==> src/bp_pkg.sv <==
// ============================
// bp_pkg
// shared types and constants for the predictor
// ============================

package bp_pkg;

    // fetch pc or branch target
    typedef logic [31:0] addr_t;

    // 2-bit direction counter
    // 00 strong not taken
    // 01 weak not taken
    // 10 weak taken
    // 11 strong taken
    // msb set means predict taken
    typedef logic [1:0] ctr_t;

    // value after a clear or a non-branch update
    localparam ctr_t ctr_init = 2'b00;

    // byte step to the sequential instruction
    // no compressed instructions, so always 4
    localparam int fall_through_step = 4;

    // init fsm of the control block
    // sweep clears every table entry after reset
    // run accepts lookups and updates
    typedef enum logic [0:0] {
        st_sweep = 1'b0,
        st_run   = 1'b1
    } init_state_t;

    // the index width follows the index_bits parameter
    // of each module, so there is no index type here
    // index is pc[index_bits+1:2]

endpackage

==> src/bp_update_if.sv <==
// ============================
// bp_update_if
// registered resolved-branch update bus
// ============================

`timescale 1ns/1ps

interface bp_update_if #(
    parameter int index_bits = 6
);
    import bp_pkg::*;

    // one-cycle write strobe
    logic                  valid;
    // resolved op was a branch
    logic                  is_br;
    // resolved direction
    logic                  taken;
    // pc of the resolved op, also the btb tag
    addr_t                 pc;
    // resolved target, written only when taken
    addr_t                 target;
    // table index, computed once in the control block
    logic [index_bits-1:0] idx;

    // driven by the control block
    modport ctrl (output valid, is_br, taken, pc, target, idx);

    // seen by the btb and the counter table
    modport tables (input valid, is_br, taken, pc, target, idx);

endinterface

==> src/btb_table.sv <==
// ============================
// btb_table
// direct-mapped tag, valid and target store
// ============================

`timescale 1ns/1ps

module btb_table #(
    parameter int index_bits = 6
) (
    input  logic                  clk,
    input  logic                  arst_n,
    bp_update_if.tables           upd,
    input  logic                  sweep_en,
    input  logic [index_bits-1:0] sweep_idx,
    input  logic [index_bits-1:0] lookup_idx,
    input  bp_pkg::addr_t         pc,
    output logic                  hit,
    output bp_pkg::addr_t         tgt
);
    import bp_pkg::*;

    localparam int depth = 1 << index_bits;

    // valid bits are flops so reset can clear them
    logic [depth-1:0] valid_q;

    // full pc kept as tag
    addr_t tag_mem [depth];
    // taken target per entry
    addr_t target_mem [depth];

    // update write enable, sweep has priority
    logic upd_we;

    assign upd_we = upd.valid && !sweep_en;

    // valid bits
    // sweep clears one entry per cycle
    // a non-branch update drops the entry
    always_ff @(posedge clk or negedge arst_n) begin
        if (!arst_n) begin
            valid_q <= '0;
        end else if (sweep_en) begin
            valid_q[sweep_idx] <= 1'b0;
        end else if (upd.valid) begin
            valid_q[upd.idx] <= upd.is_br;
        end
    end

    // tag and target arrays
    always_ff @(posedge clk) begin
        if (upd_we && upd.is_br) begin
            tag_mem[upd.idx] <= upd.pc;
            // not-taken branch keeps the old target
            if (upd.taken) begin
                target_mem[upd.idx] <= upd.target;
            end
        end
    end

    // lookup
    // compare against the whole pc
    // so pcs sharing an index but differing above it miss
    always_comb begin
        hit = valid_q[lookup_idx] && (tag_mem[lookup_idx] == pc);
        tgt = target_mem[lookup_idx];
    end

endmodule

==> src/counter_table.sv <==
// ============================
// counter_table
// 2-bit saturating direction counters
// ============================

`timescale 1ns/1ps

module counter_table #(
    parameter int index_bits = 6
) (
    input  logic                  clk,
    bp_update_if.tables           upd,
    input  logic                  sweep_en,
    input  logic [index_bits-1:0] sweep_idx,
    input  logic [index_bits-1:0] lookup_idx,
    output logic                  ctr_msb
);
    import bp_pkg::*;

    localparam int depth = 1 << index_bits;

    // saturation limits
    localparam ctr_t ctr_strong_taken     = 2'b11;
    localparam ctr_t ctr_strong_not_taken = 2'b00;

    // one counter per entry
    ctr_t ctr_mem [depth];

    // counter at the update index and its next value
    ctr_t ctr_cur;
    ctr_t ctr_nxt;

    assign ctr_cur = ctr_mem[upd.idx];

    // step rule
    // non-branch goes back to ctr_init
    // branch moves one step toward the outcome, held at the ends
    always_comb begin
        if (!upd.is_br) begin
            ctr_nxt = ctr_init;
        end else if (upd.taken) begin
            if (ctr_cur == ctr_strong_taken) begin
                ctr_nxt = ctr_cur;
            end else begin
                ctr_nxt = ctr_cur + ctr_t'(1);
            end
        end else begin
            if (ctr_cur == ctr_strong_not_taken) begin
                ctr_nxt = ctr_cur;
            end else begin
                ctr_nxt = ctr_cur - ctr_t'(1);
            end
        end
    end

    // sweep write wins, update ignored meanwhile
    always_ff @(posedge clk) begin
        if (sweep_en) begin
            ctr_mem[sweep_idx] <= ctr_init;
        end else if (upd.valid) begin
            ctr_mem[upd.idx] <= ctr_nxt;
        end
    end

    // taken when msb set (10, 11)
    assign ctr_msb = ctr_mem[lookup_idx][1];

endmodule

==> src/predictor_ctrl.sv <==
// ============================
// predictor_ctrl
// init sweep, update register, next-pc select
// ============================

`timescale 1ns/1ps

module predictor_ctrl #(
    parameter int index_bits = 6
) (
    input  logic                  clk,
    input  logic                  arst_n,
    input  bp_pkg::addr_t         pc,
    input  logic                  upd_valid,
    input  logic                  upd_is_br,
    input  logic                  upd_taken,
    input  bp_pkg::addr_t         upd_pc,
    input  bp_pkg::addr_t         upd_target,
    bp_update_if.ctrl             upd,
    output logic                  sweep_en,
    output logic [index_bits-1:0] sweep_idx,
    output logic [index_bits-1:0] lookup_idx,
    input  logic                  hit,
    input  bp_pkg::addr_t         tgt,
    input  logic                  ctr_msb,
    output bp_pkg::addr_t         next_pc,
    output logic                  ready
);
    import bp_pkg::*;

    localparam int depth = 1 << index_bits;
    // index of the last entry the sweep clears
    localparam logic [index_bits-1:0] last_idx = index_bits'(depth - 1);

    init_state_t           state_q;
    logic [index_bits-1:0] sweep_cnt_q;

    // registered update
    logic                  upd_valid_q;
    logic                  upd_is_br_q;
    logic                  upd_taken_q;
    addr_t                 upd_pc_q;
    addr_t                 upd_target_q;
    logic [index_bits-1:0] upd_idx_q;

    // init fsm
    // one entry cleared per cycle, 2^index_bits cycles total
    // leaves st_sweep on the edge that clears the last entry
    always_ff @(posedge clk or negedge arst_n) begin
        if (!arst_n) begin
            state_q     <= st_sweep;
            sweep_cnt_q <= '0;
        end else begin
            case (state_q)
                st_sweep: begin
                    sweep_cnt_q <= sweep_cnt_q + 1'b1;
                    if (sweep_cnt_q == last_idx) begin
                        state_q <= st_run;
                    end
                end
                default: begin
                    state_q <= st_run;
                end
            endcase
        end
    end

    assign sweep_en  = (state_q == st_sweep);
    assign sweep_idx = sweep_cnt_q;
    assign ready     = (state_q == st_run);

    // update strobe, dropped while not ready
    always_ff @(posedge clk or negedge arst_n) begin
        if (!arst_n) begin
            upd_valid_q <= 1'b0;
        end else begin
            upd_valid_q <= upd_valid && ready;
        end
    end

    // update payload, index taken once here
    always_ff @(posedge clk) begin
        upd_is_br_q  <= upd_is_br;
        upd_taken_q  <= upd_taken;
        upd_pc_q     <= upd_pc;
        upd_target_q <= upd_target;
        upd_idx_q    <= upd_pc[index_bits+1:2];
    end

    // tables write one edge later
    assign upd.valid  = upd_valid_q;
    assign upd.is_br  = upd_is_br_q;
    assign upd.taken  = upd_taken_q;
    assign upd.pc     = upd_pc_q;
    assign upd.target = upd_target_q;
    assign upd.idx    = upd_idx_q;

    // lookup, same cycle as pc
    assign lookup_idx = pc[index_bits+1:2];

    // stored target only on a hit predicted taken
    // fall-through otherwise and during the sweep
    always_comb begin
        if (ready && hit && ctr_msb) begin
            next_pc = tgt;
        end else begin
            next_pc = pc + addr_t'(fall_through_step);
        end
    end

endmodule

==> src/branch_predictor.sv <==
// ============================
// branch_predictor
// btb next-fetch-address predictor top
// ============================

`timescale 1ns/1ps

module branch_predictor #(
    parameter int index_bits = 6
) (
    input  logic          clk,
    input  logic          arst_n,
    input  bp_pkg::addr_t pc,
    output bp_pkg::addr_t next_pc,
    output logic          ready,
    input  logic          upd_valid,
    input  logic          upd_is_br,
    input  logic          upd_taken,
    input  bp_pkg::addr_t upd_pc,
    input  bp_pkg::addr_t upd_target
);
    import bp_pkg::*;

    // sweep and lookup to both tables
    logic                  sweep_en;
    logic [index_bits-1:0] sweep_idx;
    logic [index_bits-1:0] lookup_idx;

    // lookup results
    logic                  hit;
    addr_t                 tgt;
    logic                  ctr_msb;

    // registered update to both tables
    bp_update_if #(.index_bits(index_bits)) upd_bus ();

    predictor_ctrl #(.index_bits(index_bits)) ctrl0 (
        .clk        (clk),
        .arst_n     (arst_n),
        .pc         (pc),
        .upd_valid  (upd_valid),
        .upd_is_br  (upd_is_br),
        .upd_taken  (upd_taken),
        .upd_pc     (upd_pc),
        .upd_target (upd_target),
        .upd        (upd_bus),
        .sweep_en   (sweep_en),
        .sweep_idx  (sweep_idx),
        .lookup_idx (lookup_idx),
        .hit        (hit),
        .tgt        (tgt),
        .ctr_msb    (ctr_msb),
        .next_pc    (next_pc),
        .ready      (ready)
    );

    btb_table #(.index_bits(index_bits)) btb0 (
        .clk        (clk),
        .arst_n     (arst_n),
        .upd        (upd_bus),
        .sweep_en   (sweep_en),
        .sweep_idx  (sweep_idx),
        .lookup_idx (lookup_idx),
        .pc         (pc),
        .hit        (hit),
        .tgt        (tgt)
    );

    counter_table #(.index_bits(index_bits)) ctr0 (
        .clk        (clk),
        .upd        (upd_bus),
        .sweep_en   (sweep_en),
        .sweep_idx  (sweep_idx),
        .lookup_idx (lookup_idx),
        .ctr_msb    (ctr_msb)
    );

endmodule

==> config.mk <==
export PLATFORM = sky130hd
export DESIGN_NAME = branch_predictor
export DESIGN_NICKNAME = d
export VERILOG_FILES = /design/src/bp_pkg.sv /design/src/bp_update_if.sv /design/src/btb_table.sv /design/src/counter_table.sv /design/src/predictor_ctrl.sv /design/src/branch_predictor.sv
export SDC_FILE = /design/constraint.sdc
export NUM_CORES = 2
export LEC_CHECK = 0
export BUFFER_PORTS_ARGS = -buffer_cell sky130_fd_sc_hd__buf_2
export CAP_MARGIN = 20
export CORE_MARGIN = 5
export CORE_UTILIZATION = 45
export DETAILED_ROUTE_END_ITERATION = 12
export PLACE_DENSITY_LB_ADDON = 0.25
export SYNTH_ARGS = -nofsm -noshare
export SYNTH_HDL_FRONTEND = slang
export SYNTH_MEMORY_MAX_BITS = 65536
export SYNTH_SLANG_ARGS = --single-unit
export TNS_END_PERCENT = 100
==> constraint.sdc <==
create_clock -name clk -period 11.8 [get_ports clk]
set_input_delay 3.54 -clock clk [delete_from_list [all_inputs] [get_ports clk]]
set_output_delay 3.54 -clock clk [all_outputs]
set_load 0.02 [all_outputs]
# After elaboration in Yosys (flattened, before gate mapping)
# Memory sizes are Yosys's and may differ from the RTL's. A register that Yosys moved wholly into a read port is not among the register bits.
# Index checks and enable logic that the tools add are counted.
# word_totals
regBits	144
mem_bits_rw	4224
elab_cells	65
memories	3
# mem_list
memory	words	width	rd	rd_clocked_by_memory_dff	write_ports	line	source
btb0.tag_mem	64	32	1	0	1	btb_table.sv:29	addr_t tag_mem [depth];
btb0.target_mem	64	32	1	0	1	btb_table.sv:31	addr_t target_mem [depth];
ctr0.ctr_mem	64	2	2	1	1	counter_table.sv:27	ctr_t ctr_mem [depth];
# op_classes
addsub	4
n_lt_le_gt_ge	5
n_eq_ne	4
n_mux	28
bitwise_logic	2
reduce_logical	10
# op_table
op	n
64-bit 2-to-1 mux	2
64-bit AND	1
64-bit bitwise mux	1
64-bit inverter	1
32-bit by 3-bit adder with 32-bit output, second input constant	1
32-bit equality test	1
32-bit 2-to-1 mux	1
6-bit by 7-bit less-than comparator with 1-bit output, second input constant	3
1-bit 2-to-1 mux	15
1-bit demux with 6-bit select	2
6-bit by 1-bit >= comparator with 1-bit output, second input constant	2
2-bit 2-to-1 mux	5
1-bit logical AND	8
6-bit by 1-bit adder with 6-bit output, second input constant	1
1-bit binary-select mux with 6-bit select	1
6-bit equality test, second input constant	1
6-bit 2-to-1 mux	1
2-bit by 1-bit adder with 2-bit output, second input constant	1
2-bit equality test, second input constant	1
2-bit logical NOT	1
2-bit inequality test, second input constant	1
2-bit OR reduction	1
2-bit by 1-bit subtractor with 2-bit output, second input constant	1

# Longest topological paths before layout
# depth
depth_word	7
ltp_mapped	17

# Modules after synthesis
# A second synthesis with hierarchy kept.
# hier_totals
cells_unflattened	7799
hier_area_um2	170164.5
# modules_own_cells
mod	n_inst	cells_per_inst	area_per_inst_um2	seq_area_each_um2
btb_table	1	7126	161373.5	124599.5
counter_table	1	410	6104.6	3843.7
predictor_ctrl	1	263	2686.3	1521.5

# Least setup slack after synthesis
# No wires, ideal clock.
# synth_timing
kind	input -> output
from	in pc[4]
to	out next_pc[11]
t_arrival_ns	6.991
slack_ns	1.269
stages	12
path_buffers	8
cell_sequence	buf_2 buf_4 clkinv_1 buf_4 buf_2 buf_2 buf_2 buf_1 buf_2 mux4_2 mux4_2 mux2_4
# synth_via
elab_chain_len	6
elab_cells_between_ends	11
classes_between	1 x add/sub; 1 x eq/ne; 3 x mux; 3 x reduce/logical; 3 x memory
# synth_lines
element	line	source
from (decl)	branch_predictor.sv:13	input bp_pkg::addr_t pc,
memory 64 x 32 bit or 1-bit binary-select mux with 6-bit select (tied branches)	n/a	
32-bit equality test or 1-bit 2-to-1 mux (tied branches)	btb_table.sv:66	hit = valid_q[lookup_idx] && (tag_mem[lookup_idx] == pc);
1-bit logical AND	btb_table.sv:66	
1-bit logical AND (2 in a row)	predictor_ctrl.sv:104	if (ready && hit && ctr_msb) begin
32-bit 2-to-1 mux *	predictor_ctrl.sv:104	
to (decl)	branch_predictor.sv:14	output bp_pkg::addr_t next_pc,
# Mark *: on every way between the ends. The rest lies on a longest branch, timed or not. The select of a mux whose other input is x is not followed.

# Final worst setup path
# layout_timing
from	in pc[3]
to	out next_pc[28]
# The elaborated chain is that of the path after synthesis.

==> run summary <==
CLOCK TREE
------------------------------------------------------------------------------
Number of gates given a new drive strength after cts                         0
Max clock buf depth                                                          4
Insertion delay of the later-clocked pin in the worst-skew pair        0.98 ns
Count of hold buffers inserted by post-cts repair                            0
H-tree level count                                                           5
Clock tree from TritonCTS                                                  yes
Clock transition at path regs                                          0.06 ns
Clock sink count                                                          4362
Num CTS Buffers                                                            437
# Post-CTS Setup Buffers                                                     0
Clock Tree Root                                                      clkbuf_16

GLOBAL ROUTE
------------------------------------------------------------------------------
Maximum number of pins on one net before global-route repair                99
Number of global-route vias before repair                                86200
Tot GR Track Use                                                         26.4%
Remaining global-route overflow                                              0
Initial antenna violation count                                             35
Wire length of the first global-routing pass                            714 mm

STA
------------------------------------------------------------------------------
Highest clock rate                                                    86.5 MHz
Transition time at the pin with the least slew margin                  1.25 ns
Hold Fails Final Rpt                                                         0
Number of failing setup endpoints in the final timing report                 0
Number of slew-limit violations in the final report                          0
Sum Neg Setup Slack                                                       0 ns
Clock skew after layout                                              0.0678 ns
Final period util                                                        98.0%
Min cycle time layout                                                 11.56 ns
RSZ-0062 raised after global routing                                     false
Headroom to the max-slew limit                                           16.4%

FLOORPLAN
------------------------------------------------------------------------------
Starting density of the core                                             45.2%
Chip Width                                                              622 um
Floorplan Core Area                                               373000 sq um
I/O pin count                                                              134
Row Count                                                                  224
Die H                                                                   622 um
Die Footprint                                                     387000 sq um

PLACED DESIGN
------------------------------------------------------------------------------
Gp weighted congestion                                                   0.881
DP HPWL                                                                 296 mm
Cell count after placement                                               12800
Number of port buffers                                                     133

JOB
------------------------------------------------------------------------------
Max-capacitance violation count                                              0

WORST SETUP PATH
------------------------------------------------------------------------------
R2r startpoint                                                    ctrl0.upd.idx[2]$_DFF_P_
WP data required                                                       8.26 ns
Critical-path cell list                                           buf_12 -> inv_1 -> buf_4 -> mux4_2 -> a221oi_1 -> o21ai_0 -> buf_4 -> o22ai_1 -> o2111ai_1 -> nor4_2 -> buf_4 -> nand4b_4 -> buf_12 -> mux2_4 -> buf_2
Reg2Reg Capture Point                                             ctr0.ctr_mem[40][1]$_DFFE_PP_
Worst reg-to-reg setup slack                                           6.36 ns
Instance count on the critical path                                         15
Crit path max fanout                                                        52
Kind of cell adding the most delay to the critical path           buffers and inverters
Arrival time at the worst endpoint                                     8.02 ns
Slowest cell on the critical path                                       mux4_2
Critical Path Most Common Cell                                           buf_4
Type of the worst setup path                                         in -> out
Setup crit end                                                     next_pc[28]
Nature of the critical path endpoint                                output pin
CP max stage delay                                                     0.51 ns
Buf/Inv on CP                                                                7
Startpoint kind of the worst setup timing path                      input port
Startpoint of the most critical setup path                               pc[3]
Reg2Reg Depth                                                               12

ROUTE
------------------------------------------------------------------------------
Vias per Instance                                                         6.44
DRT iter0 DRCs                                                           12600
Via count                                                                88200
Average routed wire per standard cell                                  37.9 um
Detail Route Antenna Nets                                                    0
Residual DRC                                                                 0
Drt first pass iters                                                         6
Drt total wl                                                            520 mm

SYNTHESIS
------------------------------------------------------------------------------
Number of synthesized flops with an enable pin                            4224
Synthesized netlist cell count                                            7752
Total of flip-flops plus latches after synthesis                          4362
Post-synthesis async set-or-reset flop share                             1.65%
Count of cell types in the netlist                                          95
Commonest register cell after synthesis                               edfxtp_1
Post-synthesis average cell area                                    21.7 sq um
Proportion of synthesized chip area in sequential cells                  77.1%
Synthesized area                                                  169000 sq um
Warnings from Yosys                                                          0
Net count of the mapped netlist                                           7855

FINAL LAYOUT
------------------------------------------------------------------------------
Area taken by flip-flops and latches                              130000 sq um
Ratio of cells with drive above 1 in the final layout                    29.6%
Commonest cells after routing, fill and taps aside                edfxtp_1 (4224), mux4_2 (1048), clkbuf_16 (441), buf_4 (375), mux2i_1 (231)
Fillcell total                                                           28900
Commonest non-fill, non-tap cell in the layout                        edfxtp_1
Non-filler cells, final                                                  13700
Multi-input gate area in the final layout                          37200 sq um
NumNets Final                                                             8438
Area added between synthesis and finish                                  14.4%

PWR
------------------------------------------------------------------------------
Power Dens Cells                                                   168 nW/um^2
Cell leakage power                                                   0.0605 uW
Worst vdd rail ir drop                                              0.000146 V

HOLD PATH
------------------------------------------------------------------------------
Kind of path behind the tightest hold check                         reg -> reg

OUTCOME
------------------------------------------------------------------------------
Status                                                            complete, no violations

==> logic make-up after synthesis <==
| family | Yosys count | share of synthesized area, % |
|---|---|---|
| AO/OA/AOI/OAI | 705 | 2.85 |
| XOR/XNOR | 53 | 0.275 |
| adder cells (fa/ha/maj) | 3 | 0.0208 |
| buffers and inverters | 451 | 1.45 |
| flip-flops | 4362 | 77.1 |
| multiplexers | 1365 | 16.0 |
| AND/OR/NAND/NOR | 813 | 2.30 |
==> per-layer routing <==
| metal | share of wire (%) | GRT usage (%) | vias to the layer above |
|---|---|---|---|
| met1 | 37 | 35.2 | 47700 |
| met3 | 9.8 | 4.84 | 1112 |
| li1 | - | - | 34000 |
| met4 | 5.1 | 11.1 | 10 |
| met5 | 0.024 | 0.123 | - |
| met2 | 48 | 43.1 | 5387 |
==> cell type report <==
class	count	share of cell area [%]
Multi-Input combinational cell	2939	19.3
Tap cell	4972	3.23
Clock buffer	575	6.15
Timing Repair Buffer	578	2.59
Antenna cell	22	0.0285
Clock inverter	233	1.23
Inverter	17	0.0383
Sequential cell	4362	67.4
==> metrics by stage <==
step | instance area, sq um | setup slack (ns) | utilization (%) | power, uW | hold slack [ns]
after CTS | 192000 | 0.343 | 51.6 | 32600 | 0.528
after floorplan | 169000 | 1.27 | - | 18200 | 0.484
after global placement | 178000 | 0.306 | 47.7 | 18900 | 0.503
final | 193000 | 0.237 | 51.7 | 32400 | 0.490
after detailed placement | 178000 | 0.354 | 47.7 | 18900 | 0.515
after global routing | 193000 | 0.277 | 51.7 | 33300 | 0.510
==> synth_stat cells, types with 8 or more instances <==
| library cell | n | area, sq um |
|---|---|---|
| dfxtp_1 | 66 | 1320 |
| nor4_1 | 8 | 50.1 |
| clkbuf_1 | 160 | 601 |
| o211ai_1 | 20 | 150 |
| mux2_2 | 53 | 597 |
| nand3b_1 | 9 | 67.6 |
| mux2i_1 | 231 | 2310 |
| a21oi_1 | 154 | 771 |
| buf_2 | 116 | 581 |
| o22ai_1 | 124 | 776 |
| xnor2_1 | 31 | 272 |
| and2_1 | 11 | 68.8 |
| xor2_1 | 22 | 193 |
| a22o_1 | 10 | 87.6 |
| dfrtp_1 | 72 | 1800 |
| or3_1 | 14 | 87.6 |
| a22oi_1 | 141 | 1060 |
| nand2b_1 | 27 | 169 |
| nor3_1 | 32 | 160 |
| mux4_2 | 1048 | 23600 |
| nor2b_1 | 37 | 231 |
| and3_1 | 19 | 119 |
| edfxtp_1 | 4224 | 127000 |
| nor2_1 | 276 | 1040 |
| inv_1 | 14 | 52.6 |
| nand3_1 | 108 | 541 |
| nand4_1 | 20 | 125 |
| a41oi_1 | 11 | 96.3 |
| nor3b_1 | 13 | 97.6 |
| o21ai_0 | 66 | 330 |
| a31oi_1 | 18 | 113 |
| mux2_4 | 30 | 450 |
| o221ai_1 | 8 | 70.1 |
| buf_6 | 39 | 439 |
| nand2_1 | 196 | 736 |
| a211oi_1 | 20 | 150 |
| buf_1 | 60 | 225 |
| a32oi_1 | 14 | 123 |
| a221oi_1 | 43 | 377 |
| buf_4 | 51 | 383 |
==> how the worst min path moves through the flow <==
stage	start	cells after the start	endpoint	slack, ns
floorplan	btb0.valid_q[19]$_DFFE_PN0P_	2	btb0.valid_q[19]$_DFFE_PN0P_	0.48
global placement	btb0.valid_q[19]$_DFFE_PN0P_	2	btb0.valid_q[19]$_DFFE_PN0P_	0.50
detailed placement	btb0.valid_q[36]$_DFFE_PN0P_	2	btb0.valid_q[36]$_DFFE_PN0P_	0.52
CTS	btb0.valid_q[36]$_DFFE_PN0P_	2	btb0.valid_q[36]$_DFFE_PN0P_	0.53
global route	ctrl0.upd.target[22]$_DFF_P_	0	btb0.target_mem[40][22]$_DFFE_PP_	0.51
finish	ctrl0.upd.target[3]$_DFF_P_	0	btb0.target_mem[14][3]$_DFFE_PP_	0.49
==> registers in the layout (all words and copies together) (netlist names) <==
| register | count |
|---|---|
| btb0.tag_mem | 2048 |
| btb0.target_mem | 2048 |
| ctr0.ctr_mem | 128 |
| btb0.valid_q | 64 |
| ctrl0.upd.target | 32 |
| ctrl0.upd.pc | 27 |
| ctrl0.sweep_idx | 6 |
| ctrl0.upd.idx | 5 |
| ctrl0.ready | 1 |
| ctrl0.upd.is_br | 1 |
| ctrl0.upd.taken | 1 |
| ctrl0.upd.valid | 1 |
==> power breakdown <==
part / internal, uW / switching, uW / leakage [uW]
Sequential: 17000 / 63.0 / 0.0392
Combinational: 593 / 989 / 0.0143
Clock: 7960 / 5870 / 0.00694
No activity file was read; power rests on OpenSTA's default activity.
